==> src/rtl/dzCfg.svh <==
//////////////////////////////////////////////////////////////////////
// Build constants for the terminal multiplexer register block
// Include in any module that sizes lines, the bus or offsets
//////////////////////////////////////////////////////////////////////

`ifndef DZ_CFG_SVH
`define DZ_CFG_SVH

// Number of asynchronous serial lines
`define DZ_LINES 8

// I/O bus data width in bits
`define DZ_BUS_WIDTH 36

//////////////////////////////////////////////////////////////////////
// Register word offsets
//////////////////////////////////////////////////////////////////////

`define DZ_OFS_CSR 2'd0
// Write only, reads return zero
`define DZ_OFS_LPR 2'd1
`define DZ_OFS_TCR 2'd2
// TDR on write, MSR on read
`define DZ_OFS_TDR 2'd3

`endif

==> src/rtl/dzPkg.sv <==
//////////////////////////////////////////////////////////////////////
// Register field layouts shared by the multiplexer register blocks
//////////////////////////////////////////////////////////////////////

package dzPkg;

   // Control and status register, bit 15 down to bit 0
   typedef struct packed {
      logic       trdy;
      logic       tie;
      logic       sa;
      logic       sae;
      logic       rsvd11;
      logic [2:0] tline;
      logic       rdone;
      logic       rie;
      logic       mse;
      logic       clr;
      logic       maint;
      logic [2:0] rsvd2to0;
   } csrT;

   // Line parameter register, one entry per line
   typedef struct packed {
      logic [2:0] rsvd15to13;
      logic       rxOn;
      logic [3:0] speed;
      logic       parOdd;
      logic       parEn;
      logic       stopBits;
      logic [1:0] charLen;
      logic [2:0] line;
   } lprT;

   // Offset 3 read side, modem status
   typedef struct packed {
      logic [7:0] carrier;
      logic [7:0] ring;
   } msrT;

   // Offset 3 write side, break bits and transmit character
   typedef struct packed {
      logic [7:0] brk;
      logic [7:0] chr;
   } tdrT;

   // Same word decoded by direction of access
   typedef union packed {
      msrT msr;
      tdrT tdr;
   } reg6T;

endpackage

==> src/rtl/dzCsr.sv <==
//////////////////////////////////////////////////////////////////////
// Control and status register with the round-robin transmit scanner
// Instantiated by the register block top level
//////////////////////////////////////////////////////////////////////

`timescale 1ns/1ns

`include "dzCfg.svh"

module dzCsr (
   input  logic                          clk,
   input  logic                          reset,
   input  logic                          devReset,
   input  logic                          csrWrite,
   input  logic                          loByte,
   input  logic                          hiByte,
   input  logic [15:0]                   dataIn,
   input  logic [`DZ_LINES-1:0]          tcrLin,
   input  logic                          txTaken,
   output dzPkg::csrT                    csrOut,
   output logic                          csrClr,
   output logic                          mse,
   output logic [$clog2(`DZ_LINES)-1:0]  tline
);

   localparam int LINE_BITS = $clog2(`DZ_LINES);

   // Write data seen through the CSR layout
   dzPkg::csrT csrWord;

   logic                 tie;
   logic                 sae;
   logic                 rie;
   logic                 trdy;
   // Search start point for the scanner
   logic [LINE_BITS-1:0] scanPtr;

   assign csrWord = dataIn;

   // First enabled line at or after start, wrapping around
   function automatic logic [LINE_BITS-1:0] firstEnabled(
      input logic [LINE_BITS-1:0] start,
      input logic [`DZ_LINES-1:0] lin
   );
      logic [LINE_BITS-1:0] idx;
      logic [LINE_BITS-1:0] found;
      logic                 hit;
      found = start;
      hit   = 1'b0;
      for (int k = 0; k < `DZ_LINES; k++)
      begin
         idx = start + k[LINE_BITS-1:0];
         if (!hit && lin[idx])
         begin
            found = idx;
            hit   = 1'b1;
         end
      end
      return found;
   endfunction

   //////////////////////////////////////////////////////////////////////
   // Enable bits, self-clearing clr and scan pointer
   //////////////////////////////////////////////////////////////////////

   always_ff @(posedge clk)
   begin
      if (reset || devReset)
      begin
         tie     <= 1'b0;
         sae     <= 1'b0;
         rie     <= 1'b0;
         mse     <= 1'b0;
         csrClr  <= 1'b0;
         scanPtr <= '0;
      end
      else if (csrClr)
      begin
         // Clear cycle, everything back to idle and scan from line 0
         tie     <= 1'b0;
         sae     <= 1'b0;
         rie     <= 1'b0;
         mse     <= 1'b0;
         csrClr  <= 1'b0;
         scanPtr <= '0;
      end
      else
      begin
         if (csrWrite && loByte)
         begin
            rie    <= csrWord.rie;
            mse    <= csrWord.mse;
            csrClr <= csrWord.clr;
         end
         if (csrWrite && hiByte)
         begin
            tie <= csrWord.tie;
            sae <= csrWord.sae;
         end
         // Move past the line just served
         if (txTaken)
            scanPtr <= tline + 1'b1;
      end
   end

   // Scanner output follows enable changes without delay
   assign tline = firstEnabled(scanPtr, tcrLin);

   // Not ready while the scanner steps past a served line
   assign trdy = mse && (|tcrLin) && !txTaken;

   // Receiver and maintenance bits not implemented, read as zero
   always_comb
   begin
      csrOut       = '0;
      csrOut.trdy  = trdy;
      csrOut.tie   = tie;
      csrOut.sae   = sae;
      csrOut.tline = tline;
      csrOut.rie   = rie;
      csrOut.mse   = mse;
      csrOut.clr   = csrClr;
   end

   // Ready flag must always point the transmitter at a live line
   assert property (@(posedge clk) disable iff (reset)
      csrOut.trdy |-> tcrLin[tline]);

endmodule

==> src/rtl/dzLineRegs.sv <==
//////////////////////////////////////////////////////////////////////
// Per-line parameters, break latches and transmit character strobe
// Fed by the LPR and TDR write strobes of the register block
//////////////////////////////////////////////////////////////////////

`timescale 1ns/1ns

`include "dzCfg.svh"

module dzLineRegs (
   input  logic                          clk,
   input  logic                          reset,
   input  logic                          devReset,
   input  logic                          lprWrite,
   input  logic                          tdrWrite,
   input  logic                          loByte,
   input  logic                          hiByte,
   input  logic [15:0]                   dataIn,
   input  logic                          mse,
   input  logic                          trdy,
   input  logic [$clog2(`DZ_LINES)-1:0]  tline,
   output logic                          txStrobe,
   output logic [$clog2(`DZ_LINES)-1:0]  txLine,
   output logic [7:0]                    txChar,
   output logic                          txTaken,
   output logic [`DZ_LINES-1:0]          breakOut,
   output logic [`DZ_LINES-1:0]          rxEnable
);

   // Same write word, two decodes
   dzPkg::lprT  lprWord;
   dzPkg::reg6T tdrWord;

   // Line parameter table
   dzPkg::lprT  lprTable [`DZ_LINES];

   logic        txAccept;

   assign lprWord = dataIn;
   assign tdrWord = dataIn;

   //////////////////////////////////////////////////////////////////////
   // Line parameters
   //////////////////////////////////////////////////////////////////////

   // Line number sits in the low byte, so loByte addresses the entry
   always_ff @(posedge clk)
   begin
      if (reset || devReset)
      begin
         for (int i = 0; i < `DZ_LINES; i++)
            lprTable[i] <= '0;
      end
      else if (lprWrite && loByte)
      begin
         lprTable[lprWord.line][7:0] <= lprWord[7:0];
         if (hiByte)
            lprTable[lprWord.line][15:8] <= lprWord[15:8];
      end
   end

   // Receivers run only with master scan on
   always_comb
   begin
      for (int i = 0; i < `DZ_LINES; i++)
         rxEnable[i] = lprTable[i].rxOn && mse;
   end

   //////////////////////////////////////////////////////////////////////
   // Break bits and transmit strobe
   //////////////////////////////////////////////////////////////////////

   // Character only taken while the scanner has a ready line
   assign txAccept = tdrWrite && loByte && trdy;

   always_ff @(posedge clk)
   begin
      if (reset || devReset)
      begin
         breakOut <= '0;
         txStrobe <= 1'b0;
      end
      else
      begin
         if (tdrWrite && hiByte)
            breakOut <= tdrWord.tdr.brk;
         txStrobe <= txAccept;
      end
   end

   // Line and character captured with the accepted write
   always_ff @(posedge clk)
   begin
      if (txAccept)
      begin
         txLine <= tline;
         txChar <= tdrWord.tdr.chr;
      end
   end

   // Scanner steps on while the strobe is out
   assign txTaken = txStrobe;

   // Ready drops during the strobe, so no back-to-back characters
   assert property (@(posedge clk) disable iff (reset)
      txStrobe |=> !txStrobe);

endmodule

==> src/rtl/dzRegs.sv <==
//////////////////////////////////////////////////////////////////////
// Top of the terminal multiplexer register block on the 36-bit bus
// Decodes word offsets, swaps bit order and registers read data
//////////////////////////////////////////////////////////////////////

`timescale 1ns/1ns

`include "dzCfg.svh"

module dzRegs (
   input  logic                          clk,
   input  logic                          reset,
   input  logic                          devReset,
   input  logic                          devWrite,
   input  logic                          devRead,
   input  logic                          devLoByte,
   input  logic                          devHiByte,
   input  logic [1:0]                    devAddr,
   input  logic [0:`DZ_BUS_WIDTH-1]      devDataIn,
   output logic [0:`DZ_BUS_WIDTH-1]      devDataOut,
   output logic                          devReadValid,
   output logic                          txStrobe,
   output logic [$clog2(`DZ_LINES)-1:0]  txLine,
   output logic [7:0]                    txChar,
   output logic [`DZ_LINES-1:0]          breakOut,
   output logic [`DZ_LINES-1:0]          dtrOut,
   output logic [`DZ_LINES-1:0]          rxEnable,
   input  logic [`DZ_LINES-1:0]          carrierIn,
   input  logic [`DZ_LINES-1:0]          ringIn
);

   localparam int LINE_BITS = $clog2(`DZ_LINES);

   // Little-endian copies of the bus
   logic [`DZ_BUS_WIDTH-1:0] busIn;
   logic [`DZ_BUS_WIDTH-1:0] readData;
   logic [15:0]              wrData;

   // Per-register write strobes
   logic                     csrWrite;
   logic                     lprWrite;
   logic                     tcrWrite;
   logic                     tdrWrite;

   dzPkg::csrT               csrOut;
   dzPkg::reg6T              msrWord;
   logic [15:0]              tcrOut;
   logic [15:0]              readWord;
   logic                     csrClr;
   logic                     mse;
   logic [LINE_BITS-1:0]     tline;
   logic                     txTaken;

   //////////////////////////////////////////////////////////////////////
   // Bus swap and offset decode
   //////////////////////////////////////////////////////////////////////

   // Bus bit 0 is the MSB, positional copy flips the numbering
   assign busIn  = devDataIn;
   // Device registers live in the low 16 bits
   assign wrData = busIn[15:0];

   assign csrWrite = devWrite && (devAddr == `DZ_OFS_CSR);
   assign lprWrite = devWrite && (devAddr == `DZ_OFS_LPR);
   assign tcrWrite = devWrite && (devAddr == `DZ_OFS_TCR);
   assign tdrWrite = devWrite && (devAddr == `DZ_OFS_TDR);

   //////////////////////////////////////////////////////////////////////
   // Register blocks
   //////////////////////////////////////////////////////////////////////

   dzCsr uCsr (
      .clk      (clk),
      .reset    (reset),
      .devReset (devReset),
      .csrWrite (csrWrite),
      .loByte   (devLoByte),
      .hiByte   (devHiByte),
      .dataIn   (wrData),
      .tcrLin   (tcrOut[`DZ_LINES-1:0]),
      .txTaken  (txTaken),
      .csrOut   (csrOut),
      .csrClr   (csrClr),
      .mse      (mse),
      .tline    (tline)
   );

   dzTcr uTcr (
      .clk      (clk),
      .reset    (reset),
      .devReset (devReset),
      .tcrWrite (tcrWrite),
      .loByte   (devLoByte),
      .hiByte   (devHiByte),
      .dataIn   (wrData),
      .csrClr   (csrClr),
      .tcrOut   (tcrOut)
   );

   dzLineRegs uLineRegs (
      .clk      (clk),
      .reset    (reset),
      .devReset (devReset),
      .lprWrite (lprWrite),
      .tdrWrite (tdrWrite),
      .loByte   (devLoByte),
      .hiByte   (devHiByte),
      .dataIn   (wrData),
      .mse      (mse),
      .trdy     (csrOut.trdy),
      .tline    (tline),
      .txStrobe (txStrobe),
      .txLine   (txLine),
      .txChar   (txChar),
      .txTaken  (txTaken),
      .breakOut (breakOut),
      .rxEnable (rxEnable)
   );

   // DTR byte goes straight to the modem control pins
   assign dtrOut = tcrOut[15:8];

   //////////////////////////////////////////////////////////////////////
   // Read mux
   //////////////////////////////////////////////////////////////////////

   // Offset 3 read shows modem status
   always_comb
   begin
      msrWord.msr.carrier = carrierIn;
      msrWord.msr.ring    = ringIn;
   end

   always_comb
   begin
      case (devAddr)
         `DZ_OFS_CSR: readWord = csrOut;
         `DZ_OFS_TCR: readWord = tcrOut;
         `DZ_OFS_TDR: readWord = msrWord;
         // LPR is write only
         default:     readWord = '0;
      endcase
   end

   always_ff @(posedge clk)
   begin
      if (reset || devReset)
      begin
         devReadValid <= 1'b0;
         readData     <= '0;
      end
      else
      begin
         devReadValid <= devRead;
         if (devRead)
            readData <= {{(`DZ_BUS_WIDTH-16){1'b0}}, readWord};
      end
   end

   // Back to big-endian numbering
   assign devDataOut = readData;

   // One decoded register per bus write
   assert property (@(posedge clk) disable iff (reset)
      $onehot0({csrWrite, lprWrite, tcrWrite, tdrWrite}));

endmodule

==> src/rtl/dzTcr.sv <==
//////////////////////////////////////////////////////////////////////
// Transmit control register, DTR in the high byte, line enables low
//////////////////////////////////////////////////////////////////////

`timescale 1ns/1ns

`include "dzCfg.svh"

module dzTcr (
   input  logic        clk,
   input  logic        reset,
   input  logic        devReset,
   input  logic        tcrWrite,
   input  logic        loByte,
   input  logic        hiByte,
   input  logic [15:0] dataIn,
   input  logic        csrClr,
   output logic [15:0] tcrOut
);

   // Data terminal ready, one bit per line
   logic [`DZ_LINES-1:0] tcrDtr;
   // Transmit line enables
   logic [`DZ_LINES-1:0] tcrLin;

   always_ff @(posedge clk)
   begin
      if (reset || devReset)
      begin
         tcrDtr <= '0;
         tcrLin <= '0;
      end
      else if (csrClr)
         // DTR survives a CSR clear, modem lines stay up
         tcrLin <= '0;
      else if (tcrWrite)
      begin
         // Byte lanes independent
         if (hiByte)
            tcrDtr <= dataIn[15:8];
         if (loByte)
            tcrLin <= dataIn[7:0];
      end
   end

   assign tcrOut = {tcrDtr, tcrLin};

endmodule

==> config.mk <==
export PLATFORM = sky130hd
export DESIGN_NAME = dzRegs
export DESIGN_NICKNAME = d
export VERILOG_FILES = /design/src/rtl/dzPkg.sv /design/src/rtl/dzCsr.sv /design/src/rtl/dzLineRegs.sv /design/src/rtl/dzRegs.sv /design/src/rtl/dzTcr.sv
export VERILOG_INCLUDE_DIRS = /design/src /design/src/rtl
export SDC_FILE = /design/constraint.sdc
export NUM_CORES = 1
export LEC_CHECK = 0
export BUFFER_PORTS_ARGS = -buffer_cell sky130_fd_sc_hd__buf_2
export CORE_MARGIN = 2
export CORE_UTILIZATION = 41
export DETAILED_ROUTE_END_ITERATION = 10
export GPL_TIMING_DRIVEN = 0
export PLACE_DENSITY = 0.67
export REMOVE_ABC_BUFFERS = 1
export SYNTH_ARGS = -nofsm -noshare
export SYNTH_HDL_FRONTEND = slang
export SYNTH_SLANG_ARGS = --single-unit
==> constraint.sdc <==
create_clock -name clk -period 4 [get_ports clk]
set_input_delay 1.2 -clock clk [delete_from_list [all_inputs] [get_ports clk]]
set_output_delay 1.2 -clock clk [all_outputs]
set_load 0.05 [all_outputs]
Word level (Yosys, flattened, before mapping)
Memories as Yosys holds them, arrays and structs flattened. Cells that the tools add are included.

Order comparisons: 8. Eq/ne operators: 3. Muxes and demuxes: 43. Add/subtract/negate cells: 8. Reduce and logical (&&, ||, !) cells: 43. Bitwise operators: 2.

Operator list (number): $pmux W16 S3 (1); $lt A3 B4 Y1 const B (8); $logic_and A1 B1 Y1 (27); $bmux W1 S3 (8); $mux W1 (24); $mux W3 (8); $mux W16 (1); $reduce_or A16 Y1 (1); $add A3 B3 Y3 const B (4); $logic_not A1 Y1 (8); $reduce_or A8 Y1 (1); $add A3 B1 Y3 const B (2); $add A3 B2 Y3 const B (2); $eq A2 B2 Y1 const B (2); $reduce_and A3 Y1 (1); $reduce_or A3 Y1 (1); $eq A2 B1 Y1 const B (1); $logic_not A2 Y1 (1); $mux W2 (1); $not A1 Y1 (2); $reduce_and A2 Y1 (1); $reduce_or A2 Y1 (1); $logic_or A1 B1 Y1 (1).

Output and inout port bits: 73. Flip-flop bits (word level): 61. Memories: 1. Bits in writable memories: 128.

Memories: uLineRegs.lprTable (depth 8, bits a word 16, read ports 8, clocked after memory_dff 0, wr ports 8, RTL line dzLineRegs.sv:35) `` dzPkg::lprT lprTable [`DZ_LINES]; ``.

Logic depth before layout (Yosys ltp)
Gate-level depths: netlist of the first run.

Depth in word-level cells: 25. Gate-level depth with buffers: 14. Mapped depth without buffers: 11.

Cells and area by module
A second synthesis of the first run with hierarchy kept.

Cell total of the unflattened synthesis: 478. Area total of the unflattened synthesis: 4673.2 um2.

Modules (own cells, without submodules): dzCsr (area each 1525.2 um2, sequential area each 160.2 um2, cells an instance 173, times used 1); dzLineRegs (area each 1197.4 um2, sequential area each 750.7 um2, cells an instance 94, times used 1); dzRegs (area each 1104.8 um2, sequential area each 340.3 um2, cells an instance 135, times used 1); dzTcr (area each 845.8 um2, sequential area each 320.3 um2, cells an instance 76, times used 1).

Least setup slack after synthesis of the first run
OpenSTA, ideal clock, no wires.

Path type: register to register. From: register uCsr.scanPtr[1]. To: register uCsr.scanPtr[2]. Arrival: 3.276 ns. Required time: 3.926 ns. Library setup time: 0.074 ns. Cell stages (with the launch flop): 15. Slack: 0.650 ns. Cell sequence: dfxtp_1 > buf_2 > buf_4 > inv_1 > ha_1 > buf_6 > mux4_2 > mux2i_2 > a22o_4 > a211oi_1 > a221oi_1 > o32ai_1 > ha_1 > or3_1 > a31oi_1.

RTL lines: start: declaration (RTL line dzCsr.sv:36) `logic [LINE_BITS-1:0] scanPtr;`; start signal: assignment (RTL line dzCsr.sv:102) `scanPtr <= tline + 1'b1;`.

==> qor.txt, run 1 <==
first-pass GRT wire length = 16500 µm
total grt overflow = 0
Critical Path Source Type = flop
CP required = 4270 ps
multi-input combinational cell area = 2211 µm²
root buffer cell = clkbuf_8
Setup Viol. Count Final = 0
r2r worst-path depth = 11
pin count of the biggest net entering global routing = 38
DRC Markers = 0
number of diodes = 0
WL/cell = 15.86 µm
clk_lat worst skew = 350 ps
syn_area_per_cell = 9.180 µm²
PortBufs = 93
via/cell ratio = 5.339
cell area after synthesis = 4058 µm²
area delta synth->final = 14.68%
Die Y = 103.5 µm
Max Slew Vio Count = 0
P_leak = 1.886 nW
sequential cell area = 1577 µm²
r2r endpoint = uCsr.scanPtr[2]
Commonest cells post-synth = 52 x nor2_1, 50 x dfxtp_1, 50 x nand2_1, 36 x a21oi_1, 30 x buf_4
setup TNS = 0 ps
Worst Hold End = uLineRegs.breakOut[2]
Starting Density = 41.90%
clk sinks = 69
# IOs = 134
Max Buffers Root-to-Sink = 2
placed instance count = 627
CTS tree = built
DR iter-0 viols = 217
crit path DAT = 4050 ps
skew final = 6.425 ps
die area = 10710 µm²
Core Footprint = 9684 µm²
worst min path class = reg -> reg
final hold viol count = 0
Vias = 3433
fin crit share = 94.38%
clock slew at reported path FFs = 70 ps
Slew HR = 36.05%
GR Util All Layers = 19.96%
final non-filler cell total = 643
fin util = 48.05%
H-tree levels = 3
r2r setup slk = 220 ps
DRT antenna net count = 0
vias in the first global route = 3239
Yosys warning count = 0
CP Cell Sequence = inv_1, ha_4, mux4_2, mux2i_4, mux2_2, o21ai_1, a221oi_1, o32ai_2, ha_1, or3_1, a31oi_1
Max-Cap Viols = 0
HP Start = uLineRegs.breakOut[2]
sequential-to-total area share from yosys stat = 38.73%
Cell variety after synth = 53
leading cell type by number of instances after synthesis = nor2_1
HPWL after detailed placement = 7435 µm
number of synthesized flops with an enable pin = 19
Peak VDD IR = 0.0002042 V
Worst path max stage delay = 640 ps
critical path's slowest cell = mux4_2
worst reg2reg path startpoint = uCsr.scanPtr[1]
first-pass detailed-route iteration total = 4
top cells by area, synth = dfxtp_1 25%, edfxtp_1 14%, mux2i_1 6.7%, buf_4 5.6%, mux4_2 5.0%
# fillers = 931
Synth Flop Type = dfxtp_1
Synth top area share = 24.67%
Rows = 36
min Tclk post-route = 3775 ps
CTS hold repair buffers = 0
f_max = 0.2649 GHz
WL final = 10200 µm
Num CTS Buffers = 9
RSZ-0062 raised after global routing = no
area leader, netlist = dfxtp_1
RD Place Congestion = 0.8719
die width = 103.5 µm
status = completed
layout net count = 569
maximum fanout along the worst path = 16
Least-Margin Pin Slew = 954.1 ps
asr flop ratio synth = 0%
share of post-route cells with drive strength above 1 = 28.43%
Power per Cell Area = 318.2 nW/µm²
initial antenna violation count = 0
CP Capture Type = flop
hold depth = 2
critical path type = reg -> reg
Synth Instances = 442
FF+latch count, synth = 69
==> timing repair <==
action                     4_1_cts  5_1_grt
setup endpoints to repair        6        2
gates resized for setup          4        4
setup buffers                    0        0
pin swaps                        0        0
==> worst max-delay path, delay by kind of cell, from the launching register on <==
kind | cells | cell delay (ps)
AO/OA/AOI/OAI | 4 | 880
adder cells (fa/ha/maj) | 2 | 680
buffers and inverters | 1 | 170
flip-flops | 1 | 490
multiplexers | 3 | 1080
AND/OR/NAND/NOR | 1 | 380
==> power breakdown <==
| group | total [mW] | internal [mW] | switching, mW |
|---|---|---|---|
| Combinational | 0.172 | 0.0446 | 0.128 |
| Sequential | 0.732 | 0.726 | 0.00623 |
| Clock | 0.576 | 0.319 | 0.257 |
| Total | 1.48 | 1.09 | 0.391 |
==> metal layers <==
layer  vias to the layer above  share of wire, %  GRT usage (%)
met1                      1672                44          26.78
met5                         -                 0              0
li1                       1642                 -              -
met2                       108                48          30.67
met3                        11               5.9          5.981
met4                         0               1.4          7.085
==> flip-flops by register name, indices dropped and copies added (netlist names) <==
signal	cells
uCsr.rie	1
uLineRegs.txChar	8
uCsr.csrClr	1
uLineRegs.txStrobe	1
uTcr.tcrLin	8
uLineRegs.lprTable	8
uLineRegs.breakOut	8
uCsr.sae	1
uLineRegs.txLine	3
uCsr.mse	1
uCsr.tie	1
devReadValid	1
uCsr.scanPtr	3
uTcr.tcrDtr	8
devDataOut	16
==> cells in the final DEF (no fill, tap or decap), drive strengths merged, types with 4 or more instances in the layout <==
cell | Yosys | final
mux2i | 29 | 29
nand3 | 4 | 4
nor4 | 5 | 5
o21ai | 17 | 17
xnor2 | 5 | 5
mux2 | 13 | 13
nor2 | 52 | 52
a31oi | 4 | 4
dfxtp | 50 | 50
and2 | 12 | 12
edfxtp | 19 | 19
a21oi | 36 | 36
inv | 7 | 8
buf | 34 | 93
nand2 | 50 | 50
mux4 | 13 | 13
clkbuf | 26 | 12
nor3 | 8 | 8
a211oi | 9 | 9
nor2b | 8 | 8
conb | 1 | 20
==> per-stage QoR <==
step	cell area [µm²]	power, mW	setup slack, ps	hold slack (ps)
detailed placement	4422	0.9200	-420.1	449.2
floorplan	3780	0.8604	336.7	459.6
global placement	4412	0.9170	-338.9	441.7
finish	4653	1.481	224.7	459.8
CTS	4636	1.494	28.16	460.7
global route	4653	1.538	40.75	477.7
==> layout make-up <==
cell class              instances  area share [%]
inverters                       8          0.6991
multi-input cells             324           47.51
flip-flops and latches         69           33.88
repair buffers                 93           10.00
clock buffers                  12           3.334
well taps                     133           3.576
clock inverters                 4          0.9949
==> worst max-delay path by stage <==
stage                     from               to  depth (start not counted)
6_report       uCsr.scanPtr[1]  uCsr.scanPtr[2]                         11
5_1_grt        uCsr.scanPtr[1]  uCsr.scanPtr[2]                         11
4_1_cts        uCsr.scanPtr[1]  uCsr.scanPtr[2]                         11
3_5_place_dp   uCsr.scanPtr[1]  uCsr.scanPtr[2]                         11
3_3_place_gp   uCsr.scanPtr[1]  uCsr.scanPtr[2]                         11
2_1_floorplan  uCsr.scanPtr[0]  uCsr.scanPtr[2]                         11
==> cell families (layout without fill, tap and decap cells) <==
family	count (synthesis)	in the layout	synth area share, %
multiplexers	55	55	18.75
flip-flops	69	69	38.73
XOR/XNOR	5	5	1.079
other	1	20	0.09242
AND/OR/NAND/NOR	158	158	18.41
AO/OA/AOI/OAI	83	83	12.64
adder cells (fa/ha/maj)	3	3	0.9252
buffers and inverters	68	117	9.374
No activity file was read; power rests on OpenSTA's default activity.
==> run 2: changes to the inputs <==
--- a/config.mk
+++ b/config.mk
@@ -8,10 +8,10 @@
 export LEC_CHECK = 0
 export BUFFER_PORTS_ARGS = -buffer_cell sky130_fd_sc_hd__buf_2
 export CORE_MARGIN = 2
-export CORE_UTILIZATION = 41
+export CORE_UTILIZATION = 48
 export DETAILED_ROUTE_END_ITERATION = 10
 export GPL_TIMING_DRIVEN = 0
-export PLACE_DENSITY = 0.67
+export PLACE_DENSITY = 0.76
 export REMOVE_ABC_BUFFERS = 1
 export SYNTH_ARGS = -nofsm -noshare
 export SYNTH_HDL_FRONTEND = slang
==> qor.txt, run 2 (synthesized netlist as in run 1, its figures left out) <==
post-CTS setup buffers = 0 (unchanged)
Final WS setup = 291.2 ps (+66.48 ps)
DP Area = 4387 µm² (-0.79%)
RSZ-0062 raised after global routing = no
number of diodes = 0 (unchanged)
Rows = 33 (-8.3%)
CTS hold repair buffers = 0 (unchanged)
Tot Pwr = 1.485 mW (+0.28%)
CP required = 4270 ps (about the same)
skew final = 14.30 ps (+7.870 ps)
first-pass detailed-route iteration total = 5 (+1)
clk_lat worst skew = 350 ps (about the same)
maximum fanout along the worst path = 16 (unchanged)
share of post-route cells with drive strength above 1 = 28.24% (-0.20 points)
hold depth = 2 (unchanged)
critical path type = reg -> reg
pin count of the biggest net entering global routing = 38 (unchanged)
root buffer cell = clkbuf_8
Setup WS pre-CTS = -418.7 ps (+1.401 ps)
most frequent cells in the layout = 93 x buf_2, 52 x nor2_1, 50 x nand2_1
# fillers = 733 (-21%)
r2r endpoint = uCsr.scanPtr[2]
Final Instance Area = 4616 µm² (-0.81%)
multi-input combinational cell area = 2207 µm² (-0.17%)
GR Util All Layers = 21.58% (+1.6 points)
DRT antenna net count = 0 (unchanged)
Setup Viol. Count Final = 0 (unchanged)
sequential cell area = 1577 µm² (unchanged)
area delta synth->final = 13.75%
CP Cell Sequence = inv_1, ha_4, mux4_1, mux2i_1, a22o_4, a211oi_1, a221oi_1, o32ai_2, ha_1, or3_1, a31oi_1
worst reg2reg path startpoint = uCsr.scanPtr[1]
CP Capture Type = flop
critical path's slowest cell = mux4_1
first-pass GRT wire length = 15510 µm (-6.0%)
Vias = 3462 (+0.84%)
WL/cell = 15.81 µm (-0.33%)
f_max = 0.2696 GHz (+1.8%)
total grt overflow = 0 (unchanged)
P_leak = 1.892 nW (+0.33%)
Worst Hold End = uLineRegs.breakOut[3]
H-tree levels = 3 (unchanged)
final hold viol count = 0 (unchanged)
Max Slew Vio Count = 0 (unchanged)
Core Footprint = 8217 µm² (-15%)
final non-filler cell total = 615 (-4.4%)
Least-Margin Pin Slew = 887.9 ps (-66.14 ps)
HP Start = uLineRegs.breakOut[3]
worst min path class = reg -> reg
r2r setup slk = 290 ps (+70 ps)
min Tclk post-route = 3709 ps (-66.48 ps)
RD Place Congestion = 0.8505 (-2.5%)
die area = 9204 µm² (-14%)
initial antenna violation count = 0 (unchanged)
Peak VDD IR = 0.0003109 V (+52%)
commonest non-fill, non-tap cell in the layout = buf_2
Slew HR = 40.48% (+4.4 points)
r2r worst-path depth = 11 (unchanged)
CTS tree = built
vias in the first global route = 3134 (-3.2%)
HPWL after detailed placement = 7068 µm (-4.9%)
via/cell ratio = 5.629 (+5.4%)
DRC Markers = 0 (unchanged)
Max-Cap Viols = 0 (unchanged)
PortBufs = 93 (unchanged)
crit path DAT = 3980 ps (-70 ps)
placed instance count = 599 (-4.5%)
Max Buffers Root-to-Sink = 2 (unchanged)
Num CTS Buffers = 9 (unchanged)
layout net count = 569 (unchanged)
Largest register FFs = 16 (unchanged)
clk sinks = 69 (unchanged)
die width = 95.94 µm (-7.3%)
DR iter-0 viols = 339 (+56%)
setup TNS = 0 ps (unchanged)
Die Y = 95.94 µm (-7.3%)
Worst path max stage delay = 590 ps (-50 ps)
clock slew at reported path FFs = 70 ps (about the same)
# IOs = 134 (unchanged)
Critical Path Source Type = flop
Starting Density = 49.38% (+7.5 points)
Power per Cell Area = 321.7 nW/µm² (+1.1%)
fin crit share = 92.72% (-1.7 points)
status = completed
WL final = 9725 µm (-4.7%)
-- run 2: changes by cell type in the layout (fill, tap and decap cells not counted), sizes merged --
cell	previous run	this run
inv	8	9
clkbuf	12	13
clkinv	2	0
-- run 2: layout make-up --
cell class | instances | area share (%)
multi-input combinational | 324 | 47.82
sequential | 69 | 34.16
timing repair buffer | 93 | 10.08
clock buffer | 13 | 3.443
tap | 105 | 2.846
clock inverter | 3 | 0.9488
inverter | 8 | 0.7048
-- run 2: repair_timing --
item | 4_1_cts | 5_1_grt
endpoints found under the hold margin | 0 | 0
gates resized for setup | 4 | 3
endpoints found under the setup margin | 6 | 2
cloned | 0 | 0
-- run 2: power by group --
group	total [mW]	internal (mW)	switching (mW)	leakage, nW
clock network	0.581	0.323	0.258	0.100
logic	0.171	0.0446	0.126	1.20
registers	0.732	0.726	0.00631	0.592
total	1.48	1.09	0.391	1.89
-- run 2: through the flow --
stage | util (%) | hold slack (ps)
after floorplan | - | 459.6
after global routing | 56.17 | 491.2
after CTS | 56.01 | 460.5
final | 56.17 | 459.7
after detailed placement | 53.39 | 449.1
after global placement | 53.27 | 440.2
-- run 2: metal layers --
metal / up-vias / routed length [µm] / GRT usage [%]
met5: - / 0 / 0
met4: 0 / 102 / 5.833
met2: 136 / 4770 / 34.56
met3: 15 / 721 / 5.325
met1: 1668 / 4130 / 29.24
li1: 1643 / - / -
-- run 2: worst max-delay path: cells and delay by family, from the launching register on --
family / cells / cell delay [ps]
AO/OA/AOI/OAI: 5 / 1020
adder cells (fa/ha/maj): 2 / 670
buffers and inverters: 1 / 190
flip-flops: 1 / 480
multiplexers: 2 / 900
AND/OR/NAND/NOR: 1 / 360
-- run 2: worst max path at each step --
| stage | end | slack (ps) | depth (start not counted) | from |
|---|---|---|---|---|
| detailed placement | uCsr.scanPtr[1] | -420 | 10 | uCsr.scanPtr[1] |
| floorplan | uCsr.scanPtr[2] | 340 | 11 | uCsr.scanPtr[0] |
| global placement | uCsr.scanPtr[1] | -300 | 10 | uCsr.scanPtr[1] |
| global route | uCsr.scanPtr[2] | 100 | 11 | uCsr.scanPtr[1] |
| finish | uCsr.scanPtr[2] | 290 | 11 | uCsr.scanPtr[1] |
| CTS | uCsr.scanPtr[2] | 30 | 11 | uCsr.scanPtr[1] |
==> run 3: changes to the inputs <==
--- a/config.mk
+++ b/config.mk
@@ -6,8 +6,7 @@
 export SDC_FILE = /design/constraint.sdc
 export NUM_CORES = 1
 export LEC_CHECK = 0
-export BUFFER_PORTS_ARGS = -buffer_cell sky130_fd_sc_hd__buf_2
-export CORE_MARGIN = 2
+export BUFFER_PORTS_ARGS = -buffer_cell sky130_fd_sc_hd__clkbuf_2
 export CORE_UTILIZATION = 48
 export DETAILED_ROUTE_END_ITERATION = 10
 export GPL_TIMING_DRIVEN = 0
==> qor.txt, run 3 (synthesized netlist as in run 1, its figures left out) <==
status = completed
root buffer cell = clkbuf_8
Largest register FFs = 16 (unchanged)
Tot Pwr = 1.456 mW (-1.9%)
Comb pwr share = 11.8% (+0.3 points)
Die Y = 93.94 µm (-2.1%)
# IOs = 134 (unchanged)
sw frac = 26.10% (-0.23 points)
fin crit share = 94.04% (+1.3 points)
area delta synth->final = 13.35%
crit path DAT = 4030 ps (+50 ps)
setup TNS = 0 ps (unchanged)
clock power share = 37.9% (-1.3 points)
Peak VDD IR = 0.0002048 V (-34%)
clock slew at reported path FFs = 70 ps (about the same)
sequential fraction of design power = 50.3% (+1.0 points)
critical path type = reg -> reg
Vias = 3504 (+1.2%)
final hold viol count = 0 (unchanged)
DRT antenna net count = 0 (unchanged)
final non-filler cell total = 615 (unchanged)
Slew HR = 33.93% (-6.5 points)
RD Place Congestion = 0.8719 (+2.5%)
PortBufs = 93 (unchanged)
worst min path class = reg -> reg
CTS tree = built
Setup Viol. Count Final = 0 (unchanged)
Critical Path Source Type = flop
Starting Density = 49.38% (unchanged)
most frequent cells in the layout = 93 x clkbuf_2, 52 x nor2_1, 50 x nand2_1
die area = 8825 µm² (-4.1%)
GR Util All Layers = 23.09% (+1.5 points)
WL/cell = 15.95 µm (+0.88%)
Max-Cap Viols = 0 (unchanged)
Rows = 33 (unchanged)
first-pass detailed-route iteration total = 7 (+2)
via/cell ratio = 5.698 (+1.2%)
maximum fanout along the worst path = 13 (-3)
DP Area = 4387 µm² (unchanged)
Least-Margin Pin Slew = 985.6 ps (+97.68 ps)
P_leak = 1.859 nW (-1.7%)
Internal Power = 1.076 mW (-1.6%)
CP Cell Sequence = clkinv_2, ha_4, mux4_2, mux2i_4, and2_1, nand2_1, a211oi_1, o32ai_2, ha_1, or3_1, a31oi_1
Num CTS Buffers = 9 (unchanged)
placed instance count = 599 (unchanged)
Max Slew Vio Count = 0 (unchanged)
HPWL after detailed placement = 7159 µm (+1.3%)
RSZ-0062 raised after global routing = no
initial antenna violation count = 0 (unchanged)
vias in the first global route = 3274 (+4.5%)
first-pass GRT wire length = 15810 µm (+1.9%)
share of post-route cells with drive strength above 1 = 27.84% (-0.39 points)
Final Instance Area = 4599 µm² (-0.35%)
commonest non-fill, non-tap cell in the layout = clkbuf_2
min Tclk post-route = 3761 ps (+52.63 ps)
total grt overflow = 0 (unchanged)
Core Footprint = 8217 µm² (unchanged)
number of diodes = 0 (unchanged)
r2r setup slk = 240 ps (-50 ps)
CP required = 4270 ps (about the same)
layout net count = 569 (unchanged)
critical path's slowest cell = mux4_2
skew final = 9.444 ps (-4.851 ps)
clk sinks = 69 (unchanged)
CP Capture Type = flop
pin count of the biggest net entering global routing = 38 (unchanged)
WL final = 9811 µm (+0.88%)
Max Buffers Root-to-Sink = 2 (unchanged)
clk_lat worst skew = 340 ps (about the same)
Power per Cell Area = 316.6 nW/µm² (-1.6%)
H-tree levels = 3 (unchanged)
switching pwr = 380.0 µW (-2.8%)
f_max = 0.2659 GHz (-1.4%)
DRC Markers = 0 (unchanged)
Worst path max stage delay = 640 ps (+50 ps)
die width = 93.94 µm (-2.1%)
DR iter-0 viols = 257 (-24%)
[run 3: changes by cell type in the layout (fill, tap and decap cells not counted)]
cell,change
buf_2,-93
clkbuf_1,+2
clkbuf_2,+93
clkbuf_8,-1
clkinv_2,+2
clkinvlp_4,-1
inv_4,-2
[run 3: area by class of cell]
type	count	area, µm²
Multi-Input combinational cell	324	2207
Clock buffer	14	152.6
Tap cell	105	131.4
Inverter	8	31.28
Timing Repair Buffer	93	465.4
Clock inverter	2	35.03
Sequential cell	69	1577
Fill cell	740	3617
[run 3: worst paths after layout]
kind	startpoint	endpoint	depth (start not counted)
setup / recovery	uCsr.scanPtr[0]	uCsr.scanPtr[2]	11
hold / removal	uLineRegs.breakOut[1]	uLineRegs.breakOut[1]	2
setup reg to reg	uCsr.scanPtr[0]	uCsr.scanPtr[2]	11
hold reg to reg	uLineRegs.breakOut[1]	uLineRegs.breakOut[1]	2
[run 3: critical path, delay by kind of cell (launching register included)]
| kind | cells | cell delay [ps] |
|---|---|---|
| flops | 1 | 490 |
| mux | 2 | 890 |
| buf+inv | 1 | 250 |
| simple gates | 3 | 700 |
| fa+ha+maj | 2 | 690 |
| compound gates | 3 | 660 |
[run 3: timing repair]
item,4_1_cts,5_1_grt
endpoints found under the setup margin,6,2
gates resized for setup,4,2
hold buffers,0,0
gates cloned,0,0
buffers inserted,0,0
[run 3: stage by stage]
stage	hold slack, ps	worst slack [ps]	util, %
2_1_floorplan	459.6	336.7	-
3_5_place_dp	445.4	-394.4	53.39
4_1_cts	454.8	107.3	55.82
5_1_grt	471.2	101.8	55.98
3_3_place_gp	442.1	-364.6	53.27
6_report	458.0	238.6	55.98
[run 3: metal layers]
layer | vias up | share of wire [%] | global-route usage (%)
li1 | 1641 | - | -
met1 | 1690 | 42 | 28.62
met2 | 150 | 49 | 38.02
met3 | 23 | 7.0 | 6.311
met4 | 0 | 2.3 | 8.974
met5 | - | 0 | 0
[run 3: power groups by stage]
stage	combinational [mW]	clock (mW)	sequential, mW
after floorplan	0.0935	0	0.767
after global placement	0.166	0	0.748
after detailed placement	0.170	0	0.749
after CTS	0.171	0.558	0.733
after global routing	0.184	0.593	0.733
final	0.171	0.552	0.733
